==> config.mk <==
export PLATFORM = sky130hd
export DESIGN_NAME = exu_ctrl
export DESIGN_NICKNAME = d
export VERILOG_FILES = /design/src/exu_ctrl.sv
export SDC_FILE = /design/constraint.sdc
export NUM_CORES = 1
export LEC_CHECK = 0
export BUFFER_PORTS_ARGS = -buffer_cell sky130_fd_sc_hd__buf_2
export CAP_MARGIN = 5
export CELL_PAD_IN_SITES_DETAIL_PLACEMENT = 0
export CELL_PAD_IN_SITES_GLOBAL_PLACEMENT = 1
export CORE_AREA = 2 2 39 41
export DETAILED_ROUTE_END_ITERATION = 7
export DIE_AREA = 0 0 41 43
export GPL_TIMING_DRIVEN = 0
export PLACE_DENSITY = 0.31
export SYNTH_ARGS = -nofsm -noshare
export SYNTH_HDL_FRONTEND = slang
export SYNTH_SLANG_ARGS = --single-unit
==> constraint.sdc <==
create_clock -name clk -period 0.8 [get_ports clk]
set_clock_uncertainty 0.1 [all_clocks]
set_input_delay 0.08 -clock clk [delete_from_list [all_inputs] [get_ports clk]]
set_output_delay 0.08 -clock clk [all_outputs]
set_load 0.03 [all_outputs]
==> src/exu_ctrl.sv <==
`timescale 1ns/100ps

module exu_ctrl (
	input  logic clk,
	input  logic reset,
	input  logic in_valid,
	output logic in_ready,
	output logic out_valid,
	input  logic out_ready,
	output logic ex_load,
	output logic mem_load,
	output logic commit
);

	logic ex_valid;
	logic mem_valid;
	logic out_fire;
	logic mem_adv;
	logic ex_adv;

	assign out_fire = mem_valid && out_ready;
	assign mem_adv = !mem_valid || out_fire; // mem stage free next edge
	assign ex_adv = !ex_valid || mem_adv;

	// low only with both stages full and the output stalled
	assign in_ready = ex_adv;
	assign out_valid = mem_valid;

	assign ex_load = in_valid && in_ready;
	assign mem_load = ex_valid && mem_adv;
	assign commit = out_fire;

	always_ff @(posedge clk) begin
		if (reset) begin
			ex_valid <= 1'b0;
			mem_valid <= 1'b0;
		end else begin
			if (mem_adv)
				mem_valid <= ex_valid; // bubble moves down when ex is empty
			if (ex_adv)
				ex_valid <= in_valid;
		end
	end

endmodule

# == After elaboration in Yosys (flattened, before gate mapping) ==
# Cells that the tools add are included.
# word_totals
register_bits,2
inputBits,4
output_inout_bits,5
word_cells,9
# classes
n_reduce_logical,7
# op_table
cell,count
$logic_and A1 B1 Y1,3
$logic_not A1 Y1,2
$logic_or A1 B1 Y1,2

# == Longest topological paths before layout ==
# depth
depth_word,4
mapped_depth,2
ltp_nobuf,2

# == Worst setup path after synthesis ==
# No wires, ideal clock.
# synth_timing
path_type,register to output
startpoint,reg mem_valid (netlist: out_valid)
endpoint,out ex_load
arrival_ns,0.987
required_ns,0.620
slack_ns,-0.367
path_stages_with_launch,3
n_path_buf,0
cell_sequence,dfxtp_1 > nand3b_4 > and2_4
# synth_via
elab_chain_cells,4
word_cells_on_any_way,5
classes_between,5 x reduce/logical
# synth_rtl
element,line,source
from (decl),16,logic mem_valid;
from (signal assigned),39,mem_valid <= ex_valid;
$logic_not A1 Y1 / $logic_and A1 B1 Y1 (equally long branches),"22, 21",
$logic_or A1 B1 Y1 (*),22,assign mem_adv = !mem_valid || out_fire;
$logic_or A1 B1 Y1 (*),23,assign ex_adv = !ex_valid || mem_adv;
net in_ready,7,"output logic in_ready,"
$logic_and A1 B1 Y1 (*),29,assign ex_load = in_valid && in_ready;
to (decl),10,"output logic ex_load,"
# The timed path passes the listed nets; every way through them passes the cells marked *.

# == Worst setup path after layout ==
# layout_timing
startpoint,reg mem_valid (netlist: out_valid)
endpoint,out ex_load
# layout_via
elab_chain_cells,4
word_cells_on_any_way,5
classes_between,5 x reduce/logical
# layout_rtl
element,line
$logic_not A1 Y1 / $logic_and A1 B1 Y1 (equally long branches),"22, 21"
$logic_or A1 B1 Y1 (*),22
$logic_or A1 B1 Y1 (*),23
$logic_and A1 B1 Y1 (*),29
# Every way passes the cells marked *; elsewhere a longest branch is shown, timed or not.

==> results.txt <==
Wire length per cell after detailed routing: 7.51 um. The biggest area contributor in the post-synthesis netlist is dfxtp_1. The net count after synthesis was 15. TritonCTS built the clock tree. The logs give 1 for the count of H-tree levels built during CTS and 0 for the DRC violation total after the first TritonRoute iteration. For the floorplan die area, the log shows 1760 um^2. In the routed design, unresolved DRC markers number 0. The run gives -0.164 ns as the worst setup slack after placement.

Number of antenna-violating nets in the routed design: 0. The number of warnings reported in the yosys synthesis log came out at 0. Walking the worst path, the cells encountered are nand3b_4, and2_4, buf_6.

Setup repair after global routing could not meet its margin everywhere. The tools report the worst-case setup margin in the final layout as -0.343 ns. Across every metal layer, demand over resource in global routing totals 5.01%. The hold violation count in the final report was 0; the largest incremental delay on the critical path was 0.37 ns. Via count: 129. For the finished layout, the period the worst path requires is 1.14 ns.

Cells fill 20.0% of the core in the end. For the worst-skew pair, the clock arrives at the later sink with an insertion delay of 0.23 ns. The ratio of cells with drive above 1 in the final layout is 85.2%. The routability-driven placement congestion ratio was 0.536.

In the post-synthesis netlist, the biggest area contributors are dfxtp_1 (36%), nand3b_4 (18%), a21oi_2 (8.0%). The tools report the highest attainable clock frequency as 875 MHz. For this design the top-level I/O count stands at 9. The number of global-route vias before repair was 137. The final reports fail on setup timing.

In this run the deepest clock path goes through 2 buffers. The register-to-register path setup slack was -0.07 ns; the instance count of the mapped netlist was 11. The number of flip-flops and latches in the synthesized netlist was 2. The cell sitting at the root of the clock tree is a clkbuf_4. The logs give 496 um for the first-pass GRT wire length and -1.50 ns for the final-layout setup total negative slack. Number of antenna violations at the first check in global routing: 0.

The number of fill cells in the layout came out at 162. The worst hold path begins at in_valid. The number of detailed-route iterations in the first pass is 1. The commonest cells after synthesis are dfxtp_1 (2), inv_1 (2).

The share of the Yosys chip area taken by registers is 36.4%. The number of placed instances, taps included, is 35. The critical path is of the flip-flop to primary output type.

Across the VDD grid, the largest voltage drop is 427 uV. Entering global routing, the biggest net connects 5 pins. The total power consumption of the routed design was 0.465 mW. In this run, synthesis inferred 0 flip-flops with an integrated enable. Row generation in the floorplan step produced 14 rows. The most critical setup path has its startpoint at out_valid. The analysis attributes to cell leakage a power of 0.147 nW. The effective utilization at floorplan came out at 7.96%. Global routing finished with a remaining overflow of 0. Count of antenna diodes in the layout: 0. STA puts the critical path data required time at 0.62 ns. After detailed routing, the number of vias per cell comes to 3.00.

The total placed instance area was 176 um^2; the max-slew violation count was 0. The run finished, with violations left. The count of cells in the finished layout, fillers not included, comes to 43. Dividing the final minimum period by the clock period gives 143%. The core region is 1380 um^2. Across the run, the number of max-cap violations was 0. The tree built by TritonCTS fans out to 2 sinks. The final design instance area without fill was 277 um^2.

The worst setup path is captured at a primary output. Clock-pin slew was measured on the worst setup and hold paths at 0.04 ns. The share of synthesized area in the top cell type comes to 36.4%. In the synthesized netlist the async set-or-reset flop fraction comes to 0%. During placement, the flow inserted port buffers numbering 8. The die is 43 um tall. For the worst setup path, the data arrival time is 0.96 ns.

The startpoint identified for the worst register-to-register timing path is out_valid. Most common flop cell mapped by yosys: dfxtp_1. The floorplan step set the die width to 41 um.

At the pin with the least slew margin, the transition time is 0.153 ns. At the end of the flow, the number of nets in the layout was 32. STA classifies the critical path startpoint as a flip-flop. Buffers inserted during clock tree synthesis total 3. On the final layout, the worst hold slack is 0.00506 ns. The final layout contains routed wiring with a total length of 323 um. Setup violations remaining at the end of the flow were counted as 7. On the critical path, the stage with the largest delay is an instance of dfxtp_4. The area growth from synthesis to layout is 151%. In this run the worst hold path is classified as primary input to flip-flop. The distinct cell type count after synthesis is 9. The synthesized netlist occupies a cell area of 110 um^2. Power density over the cells: 1680 nW/um^2. The largest fanout on the critical path was 4.

Averaged over all synthesized cells, the footprint is 10.0 um^2. The relative max-transition margin was 89.9%.
## cell families (layout without fill, tap and decap cells)
logic type	Yosys count	after routing	share of synthesized area, %
compound gates	2	2	12.5
flops	2	2	36.4
buf+inv	2	18	6.82
simple gates	5	5	44.3
## layout make-up
cell class                      instances  area (um^2)  share of cell area [%]
Timing Repair Buffer                   12          101                    36.7
Multi-Input combinational cell          7         76.3                    27.6
Sequential cell                         2         45.0                    16.3
Clock buffer                            4         26.3                    9.50
Tap cell                               16         20.0                    7.24
Inverter                                2         7.51                    2.71
## timing repair
item                                    4_1_cts  5_1_grt
endpoints found under the hold margin         2        0
setup buffers                                 1        3
resized for setup                            10        4
endpoints found under the setup margin        5        6
hold buffers                                  1        0
cloned                                        0        0
pin swaps                                     2        1
## placed cells by master, fill, tap and decap left out, drive strengths merged
master and instances:
dlygate4sd3 1, clkbuf 4, inv 2, nand3b 1
buf 11, dfxtp 2, and2 3, nand2b 1
a21oi 2
## metal layers
layer  part of all wire, %  routed length (um)  vias to the layer above  track usage [%]
met2                    42                 137                        9             5.00
met4                     0                   0                        0             8.00
met3                   9.6                  31                        0             3.14
li1                      -                   -                       65                -
met1                    48                 154                       55             5.10
met5                     0                   0                        -                0
## power by group
group / switching [mW] / total (mW) / internal (mW) / leakage (nW)
Combinational: 0.0441 / 0.0990 / 0.0549 / 0.114
Clock: 0.0652 / 0.251 / 0.186 / 0.0150
Sequential: 0.00946 / 0.115 / 0.106 / 0.0175
Total: 0.119 / 0.465 / 0.346 / 0.147
## state kept, by name, summed over array words and instances, names as in the netlist
register / cells
out_valid: 1
ex_valid: 1
## worst paths after layout
| path | end | depth (start not counted) |
|---|---|---|
| max | ex_load | 3 |
| min | ex_valid | 3 |
| max reg2reg | ex_valid | 3 |
| min reg2reg | out_valid | 2 |
## critical path, delay by kind of cell (launching register included)
family,cells,cell delay (ns)
buffers and inverters,1,0.13
flip-flops,1,0.37
AND/OR/NAND/NOR,2,0.23
(Power assumes the default switching activity.)
