File: src/exu_macros.svh
`ifndef EXU_MACROS_SVH
`define EXU_MACROS_SVH

// width of operands, results and addresses
`define EXU_XLEN 32

// instruction size in bytes, used for the link address
`define EXU_WORD_BYTES 4

// data memory depth in words
// index taken from the address bits above the byte offset, wraps around
`define EXU_DMEM_WORDS 256

`endif

File: src/exu_pkg.sv
`include "exu_macros.svh"

package exu_pkg;

	typedef logic [`EXU_XLEN-1:0] word_t;
	typedef logic [4:0] reg_idx_t; // x0..x31

	// arithmetic ops first, compare ops in the upper part
	typedef enum logic [3:0] {
		ALU_ADD,
		ALU_SUB,
		ALU_SLL,
		ALU_SLT,
		ALU_SLTU,
		ALU_XOR,
		ALU_SRL,
		ALU_SRA,
		ALU_OR,
		ALU_AND,
		ALU_EQ,
		ALU_NEQ,
		ALU_LT,
		ALU_GE,
		ALU_LTU,
		ALU_GEU
	} alu_op_e;

	typedef enum logic [2:0] {
		LD_NONE,
		LD_LB,
		LD_LH,
		LD_LW,
		LD_LBU,
		LD_LHU
	} load_kind_e;

	typedef enum logic [1:0] {
		ST_NONE,
		ST_SB,
		ST_SH,
		ST_SW
	} store_kind_e;

	// request from decode
	typedef struct packed {
		word_t pc;
		word_t src1;
		word_t src2;
		word_t imm;
		word_t store_data;
		alu_op_e alu_op;
		reg_idx_t rd;
		logic reg_write;
		logic is_jump;
		logic is_jalr;
		logic ecall;
		logic mret;
		logic fence_i;
		load_kind_e load_kind;
		store_kind_e store_kind;
	} exu_req_t;

	// execute -> memory stage
	typedef struct packed {
		word_t result; // alu value or memory address
		word_t store_data;
		reg_idx_t rd;
		logic reg_write;
		load_kind_e load_kind;
		store_kind_e store_kind;
		logic taken;
		word_t target;
		logic ecall;
		logic mret;
		logic fence_i;
	} mem_stage_t;

	// writeback record
	typedef struct packed {
		reg_idx_t rd;
		logic reg_write;
		word_t wdata;
		logic taken;
		word_t target;
		logic ecall;
		logic mret;
		logic fence_i;
	} wb_t;

endpackage

File: src/exu_execute.sv
`timescale 1ns/100ps
`include "exu_macros.svh"

module exu_execute (
	input  exu_pkg::exu_req_t   req,
	output exu_pkg::mem_stage_t mem
);

	localparam int SHAMT_W = $clog2(`EXU_XLEN);

	exu_pkg::word_t result;
	exu_pkg::word_t link;
	exu_pkg::word_t target;
	logic cond;
	logic lt_s;
	logic lt_u;
	logic [SHAMT_W-1:0] shamt;

	assign shamt = req.src2[SHAMT_W-1:0]; // only low bits shift
	assign lt_s = $signed(req.src1) < $signed(req.src2);
	assign lt_u = req.src1 < req.src2;

	// ecall rides the jalr path but keeps its own pc
	assign link = req.ecall ? req.pc : req.pc + `EXU_WORD_BYTES;

	// register-relative for jalr and mret
	assign target = (req.is_jalr || req.mret) ? req.src1 + req.src2 : req.pc + req.imm;

	always_comb begin
		result = '0;
		cond = 1'b0;
		case (req.alu_op)
			exu_pkg::ALU_ADD: begin
				if (req.is_jalr)
					result = link;
				else
					result = req.src1 + req.src2; // also load/store address
			end
			exu_pkg::ALU_SUB: begin
				result = req.src1 - req.src2;
			end
			exu_pkg::ALU_SLL: begin
				result = req.src1 << shamt;
			end
			exu_pkg::ALU_SLT: begin
				result = exu_pkg::word_t'(lt_s);
			end
			exu_pkg::ALU_SLTU: begin
				result = exu_pkg::word_t'(lt_u);
			end
			exu_pkg::ALU_XOR: begin
				result = req.src1 ^ req.src2;
			end
			exu_pkg::ALU_SRL: begin
				result = req.src1 >> shamt;
			end
			exu_pkg::ALU_SRA: begin
				result = $signed(req.src1) >>> shamt; // keeps sign
			end
			exu_pkg::ALU_OR: begin
				result = req.src1 | req.src2;
			end
			exu_pkg::ALU_AND: begin
				result = req.src1 & req.src2;
			end
			// compares only set the branch condition, result stays zero
			exu_pkg::ALU_EQ: begin
				cond = req.src1 == req.src2;
			end
			exu_pkg::ALU_NEQ: begin
				cond = req.src1 != req.src2;
			end
			exu_pkg::ALU_LT: begin
				cond = lt_s;
			end
			exu_pkg::ALU_GE: begin
				cond = !lt_s;
			end
			exu_pkg::ALU_LTU: begin
				cond = lt_u;
			end
			exu_pkg::ALU_GEU: begin
				cond = !lt_u;
			end
			default: begin
				result = '0;
				cond = 1'b0;
			end
		endcase
	end

	assign mem.result = result;
	assign mem.store_data = req.store_data;
	assign mem.rd = req.rd;
	assign mem.reg_write = req.reg_write;
	assign mem.load_kind = req.load_kind;
	assign mem.store_kind = req.store_kind;
	assign mem.taken = cond || req.is_jump; // jumps always redirect
	assign mem.target = target;
	assign mem.ecall = req.ecall;
	assign mem.mret = req.mret;
	assign mem.fence_i = req.fence_i;

endmodule

File: config.mk
export PLATFORM = sky130hd
export DESIGN_NAME = exu_execute
export DESIGN_NICKNAME = d
export VERILOG_FILES = /design/src/exu_pkg.sv /design/src/exu_execute.sv
export VERILOG_INCLUDE_DIRS = /design/src /design/src/src
export SDC_FILE = /design/constraint.sdc
export NUM_CORES = 1
export LEC_CHECK = 0
export ABC_AREA = 0
export BUFFER_PORTS_ARGS = -buffer_cell sky130_fd_sc_hd__buf_2
export CAP_MARGIN = 10
export CORE_UTILIZATION = 43
export DETAILED_ROUTE_END_ITERATION = 16
export PLACE_DENSITY = 0.72
export REMOVE_ABC_BUFFERS = 1
export SLEW_MARGIN = 10
export SYNTH_ARGS = -nofsm -noshare
export SYNTH_HDL_FRONTEND = slang
export SYNTH_SLANG_ARGS = --single-unit
File: constraint.sdc
create_clock -name vclk -period 3.9
set_input_delay 0.195 -clock vclk [all_inputs]
set_output_delay 0.195 -clock vclk [all_outputs]
set_load 0.005 [all_outputs]
**After elaboration in Yosys (flattened, before gate mapping)**

Cells that the tools add are included.

- Output and inout port bits: 111
- Register bits: 0
- Input bits: 180
- Logic and storage cells: 39

- Mux-type cells: 5
- Reductions and logical operators: 5
- $add $sub $neg: 4
- Equality and inequality tests: 17
- Bitwise logic cells: 3
- Shift operators: 3
- Magnitude comparators: 2

Operators with widths:

| operator | number |
|---|---|
| $pmux 32 s10 | 1 |
| $mux 32 | 3 |
| $add 32x32->32 | 2 |
| $lt 32x32->1 | 2 |
| $add 32x3->32 const B | 1 |
| $and 32x32->32 | 1 |
| $eq 32x32->1 | 1 |
| $eq 4x4->1 const B | 8 |
| $ne 32x32->1 | 1 |
| $or 32x32->32 | 1 |
| $shl 32x5->32 | 1 |
| $shr 32x5->32 | 1 |
| $sshr 32x5->32 | 1 |
| $sub 32x32->32 | 1 |
| $xor 32x32->32 | 1 |
| $eq 4x3->1 const B | 4 |
| $eq 4x2->1 const B | 2 |
| $pmux 1 s6 | 1 |
| $eq 4x1->1 const B | 1 |
| $logic_not 4->1 | 1 |
| $logic_not 1->1 | 2 |
| $logic_or 1x1->1 | 2 |

**Longest topological paths before layout**

Gate-level depths: netlist of run 1.

- Depth in word-level cells: 4
- Depth in mapped cells: 14
- Depth with buffers taken out: 11

**Least setup slack after synthesis of run 1**

Ideal clock, no wire load.

- Path type: in2out
- Start point: input req[86] (netlist bit)
- End point: output mem[109] (netlist bit)
- Path buffers: 4
- Data arrival time: 3432 ps
- Cell stages on the path: 14
- Setup slack: 273 ps
- Required time: 3705 ps
- Cells stage by stage: buf_2 -> inv_2 -> buf_1 -> clkbuf_1 -> ha_1 -> buf_2 -> nor2b_1 -> o2111ai_1 -> a211oi_1 -> o211ai_2 -> a21oi_2 -> or4_1 -> and3_1 -> or4_1

RTL lines:

| element | line | source |
|---|---|---|
| start: declaration | exu_execute.sv:5 | `input exu_pkg::exu_req_t req,` |
| end: declaration | exu_execute.sv:6 | `output exu_pkg::mem_stage_t mem` |

==> results.py, run 1 <==
metrics = {
    "outcome": {
        "status": "finished clean",
    },
    "final_layout": {
        "final_area_mm2": 0.01403,
        "nClkBuffers": 0,
        "area_growth_pct": 11.77,
        "mostFrequentLayoutCell": "nor2_1",
        "layout.nets": 2339,
        "seq_cells": 0,
        "fin_cells": 2408,
        "final_cell_mix": "nor2_1 (218), buf_2 (202), nand2_1 (169)",
        "ff_latch_area_um2": 0,
        "drive_gt1_share_pct": 20.03,
        "fin_util_pct": 48.87,
    },
    "run": {
        "cap_violations": 0,
    },
    "critical_path": {
        "crit_slowest_cell": "a211oi_1",
        "startpoint_type": "primary input",
        "crit_arrival_ns": 3.60,
        "critPathRequiredTime_ns": 3.70,
        "crit_fanout": 5,
        "max_stage_delay_ns": 0.57,
        "crit_type": "primary input to output pin",
        "cp_num_buf_inv": 3,
        "worst-path-stages": 13,
        "critPathTopFamily": "compound AO/OA/AOI/OAI gates",
        "cp_cell_sequence": "buf_2 -> ha_1 -> inv_1 -> fa_1 -> nand2b_1 -> a211oi_1 -> o21ai_0 -> o21ai_2 -> a311o_1 -> a31oi_1 -> xor2_1 -> o21ai_0 -> buf_2",
        "endpoint_kind": "output pin",
    },
    "global_routing": {
        "grt_overflow": 0,
        "antenna_found_initial": 1,
        "grt_pass1_wl_um": 98670,
        "grt_pass1_vias": 15110,
        "grt_max_degree": 68,
        "grtUsageTotal_pct": 43.59,
    },
    "clock_network": {
        "cts_hold_buf": 0,
    },
    "synth": {
        "synth_top_area_share_pct": 13.16,
        "ys_warn_count": 0,
        "yosysTopAreaCell": "ha_1",
        "synth_cell_types": 88,
        "syn_area_mm2": 0.01255,
        "avgSynthCellArea_um2": 6.661,
        "synth_cells": 1884,
        "synth.area.top_cells": "ha_1 (13%), mux4_2 (7.0%), nor2_1 (6.6%)",
        "yosysSeqAreaShare_pct": 0,
    },
    "floorplan": {
        "die_w_um": 172.8,
        "row_count": 62,
        "die_area_mm2": 0.02987,
        "io_pins": 291,
        "dieHeight_um": 172.8,
        "coreArea_mm2": 0.02870,
        "floorplan.initialDensity_pct": 43.72,
    },
    "drt": {
        "via_per_inst": 6.796,
        "vias": 16370,
        "dr.pass1.iters": 6,
        "drt_iter0_drc": 2206,
        "ant_nets": 0,
        "wl_per_cell_um": 28.27,
        "drcViolationCount": 0,
        "routed_wl_um": 68090,
    },
    "placed_design": {
        "placed_cell_area_mm2": 0.01402,
        "port_buffers": 203,
        "post-place-ws_ns": 0.2465,
        "place_congestion": 1.068,
        "placedCellCount": 2406,
        "dp_hpwl_um": 55360,
    },
    "sta": {
        "slew-limit-headroom_pct": 35.56,
        "final_max_slew_viol_count": 0,
        "finalSetupTns_ns": 0,
        "setup_viol_count_final": 0,
        "hold_viol": 0,
        "min_period_ns": 3.793,
        "tightest_slew_ns": 0.9666,
        "rsz0062_at_grt": "no",
        "layout_worst_path_cycle_share_pct": 97.27,
        "fmax_mhz": 263.6,
        "timing.hold.ws_ns": 0.3900,
        "finalWorstSetupSlack_ns": 0.1065,
    },
    "power": {
        "seq_power_share_pct": 0,
        "power_switching_mw": 1.417,
        "total_power_mw": 2.270,
        "switching_share_pct": 62.42,
        "internal_power_uw": 853.1,
        "p_per_area_mw_per_mm2": 161.9,
        "combPwrFrac_pct": 100.0,
        "static-leakage-power_nw": 6.224,
        "vdd_drop_max_mv": 0.1051,
        "power_frac_clock_pct": 0,
    },
    "hold_path": {
        "hold_class": "primary input to output pin",
        "worstHoldPathCells": 0,
    },
}
==> cells in the mapped netlist, types with 27 or more instances <==
library cell  number
xnor2_1           66
clkbuf_1          92
inv_1            103
mux4_2            39
buf_4             51
nor3_1            49
nand2_1          169
xor2_1            27
o211ai_1          43
a211oi_1          35
a21o_1            28
nor2_1           219
o21ai_0          120
mux2i_1           58
ha_1             132
a21oi_1          154
nand3_1           58
==> power by group through the flow <==
stage	Sequential, mW	Clock (mW)	Combinational [mW]
after floorplan	0	0	1.26
final	0	0.0000000291	2.27
after global placement	0	0	2.18
after global routing	0	0	2.41
after detailed placement	0	0	2.19
after CTS	0	0	2.20
==> final cells by class <==
| type | count | area [um2] |
|---|---|---|
| Inverter | 109 | 409.1 |
| Antenna cell | 2 | 5.005 |
| Timing Repair Buffer | 316 | 1867 |
| Multi-Input combinational cell | 1597 | 11260 |
| Fill cell | 3078 | 14680 |
| Tap cell | 384 | 480.5 |
==> per-layer routing <==
layer	track usage [%]	vias up	routed length, um
li1	-	7203	-
met1	57.40	7798	26990
met2	67.79	1194	29490
met3	10.09	164	8047
met4	17.99	6	3394
met5	3.846	-	160
==> kinds of logic after synthesis <==
| family | synth area share (%) |
|---|---|
| compound gates | 31.50 |
| xor+xnor | 6.491 |
| fa+ha+maj | 13.64 |
| buf+inv | 10.42 |
| mux | 13.24 |
| simple gates | 24.72 |
==> path summary, 6_finish.rpt <==
path | to | startpoint | slack (ns)
setup / recovery | mem[27] | req[148] | 0.11
hold / removal | mem[78] | req[51] | 0.39
==> what timing repair did <==
action	in CTS	in global routing
gates resized for setup	0	1
buffers inserted	0	0
endpoints found under the setup margin	0	1
No activity file was read; power rests on OpenSTA's default activity.
==> run 2, diff against run 1 <==
--- a/config.mk
+++ b/config.mk
@@ -7,7 +7,7 @@
 export NUM_CORES = 1
 export LEC_CHECK = 0
 export ABC_AREA = 0
-export BUFFER_PORTS_ARGS = -buffer_cell sky130_fd_sc_hd__buf_2
+export BUFFER_PORTS_ARGS = -buffer_cell sky130_fd_sc_hd__buf_4
 export CAP_MARGIN = 10
 export CORE_UTILIZATION = 43
 export DETAILED_ROUTE_END_ITERATION = 16
==> results.py, run 2 (synthesis gave the netlist of run 1 again) <==
metrics = {
    "global_routing": {
        "grt_overflow": 0,
        "grt_pass1_wl_um": 97230,
        "antenna_found_initial": 2,
        "grt_max_degree": 68,
        "grtUsageTotal_pct": 42.79,
        "grt_pass1_vias": 15070,
        "gr-max-usage-layer": "met2",
        "globalRouteMet2Util_pct": 66.01,
        "grtUsageMet3_pct": 9.543,
        "globalRouteMet1Util_pct": 56.78,
    },
    "final_layout": {
        "seq_cells": 0,
        "area_growth_pct": 14.58,
        "layout.nets": 2316,
        "fillerInstances": 3051,
        "mostFrequentLayoutCell": "buf_4",
        "final_cell_mix": "buf_4 (292), nor2_1 (218), nand2_1 (169)",
        "ff_latch_area_um2": 0,
        "drive_gt1_share_pct": 19.06,
        "nClkBuffers": 0,
    },
    "sta": {
        "finalSetupTns_ns": 0,
        "min_period_ns": 3.768,
        "fmax_mhz": 265.4,
        "rsz0062_at_grt": "no",
        "setup_viol_count_final": 0,
        "slew-limit-headroom_pct": 34.14,
        "tightest_slew_ns": 0.9880,
        "final_max_slew_viol_count": 0,
        "layout_worst_path_cycle_share_pct": 96.62,
        "hold_viol": 0,
        "finalWorstSetupSlack_ns": 0.1319,
    },
    "critical_path": {
        "max_stage_delay_ns": 0.53,
        "crit_fanout": 3,
        "crit_type": "primary input to output pin",
        "startpoint_type": "primary input",
        "crit_arrival_ns": 3.57,
        "critPathRequiredTime_ns": 3.70,
        "cp_num_buf_inv": 3,
        "crit_slowest_cell": "a211oi_1",
        "endpoint_kind": "output pin",
        "critPathTopFamily": "compound AO/OA/AOI/OAI gates",
        "cp_cell_sequence": "buf_4 -> ha_1 -> inv_1 -> fa_1 -> nand2b_1 -> a211oi_1 -> o21ai_0 -> o21ai_1 -> o21ai_0 -> o31ai_1 -> xnor2_1 -> mux2i_1 -> buf_4",
    },
    "drt": {
        "ant_nets": 0,
        "wl_per_cell_um": 28.03,
        "routed_wl_um": 66830,
        "vias": 16220,
        "dr.pass1.iters": 9,
        "drcViolationCount": 0,
        "via_per_inst": 6.802,
        "drt_iter0_drc": 2027,
    },
    "floorplan": {
        "row_count": 62,
        "dieHeight_um": 172.8,
        "coreArea_mm2": 0.02870,
        "die_area_mm2": 0.02987,
        "die_w_um": 172.8,
        "io_pins": 291,
        "floorplan.initialDensity_pct": 43.72,
    },
    "hold_path": {
        "hold_class": "primary input to output pin",
    },
    "placed_design": {
        "port_buffers": 203,
        "post-place-ws_ns": 0.2218,
        "place_congestion": 1.027,
        "dp_hpwl_um": 54010,
    },
    "run": {
        "cap_violations": 0,
    },
    "outcome": {
        "status": "finished clean",
    },
    "clock_network": {
        "cts_hold_buf": 0,
    },
}
[run 2: timing repair]
item	4_1_cts	5_1_grt
setup endpoints to repair	0	1
buffers inserted	0	0
gates resized for setup	0	1
[run 2: cell type report]
| class | instances | area (um2) | share of cell area, % |
|---|---|---|---|
| tap | 384 | 480.5 | 3.341 |
| timing repair buffer | 293 | 2212 | 15.38 |
| inverter | 109 | 409.1 | 2.845 |
| antenna | 1 | 2.502 | 0.01740 |
| multi-input combinational | 1597 | 11270 | 78.41 |
[run 2: path summary, 6_finish.rpt]
path  slack (ns)  startpoint      end  cells past startpoint
min         0.39     req[51]  mem[78]                      0
max         0.13    req[148]  mem[29]                     13
[run 2: metrics by stage]
| step | utilization [%] | hold slack [ns] | area, um2 | instances |
|---|---|---|---|---|
| finish | 50.10 | 0.3900 | 14380 | 2384 |
| detailed placement | 50.08 | 0.3900 | 14380 | 2383 |
| floorplan | - | 0.3900 | 11650 | 1706 |
| global route | 50.09 | 0.3900 | 14380 | 2383 |
| CTS | 50.08 | 0.3900 | 14380 | 2383 |
| global placement | 50.06 | 0.3900 | 14370 | 2383 |
[run 2: layer usage]
metal | up-vias | share of wire [%]
li1 | 7131 | -
met1 | 7791 | 41
met2 | 1115 | 43
met3 | 171 | 11
met4 | 8 | 4.9
met5 | - | 0.22
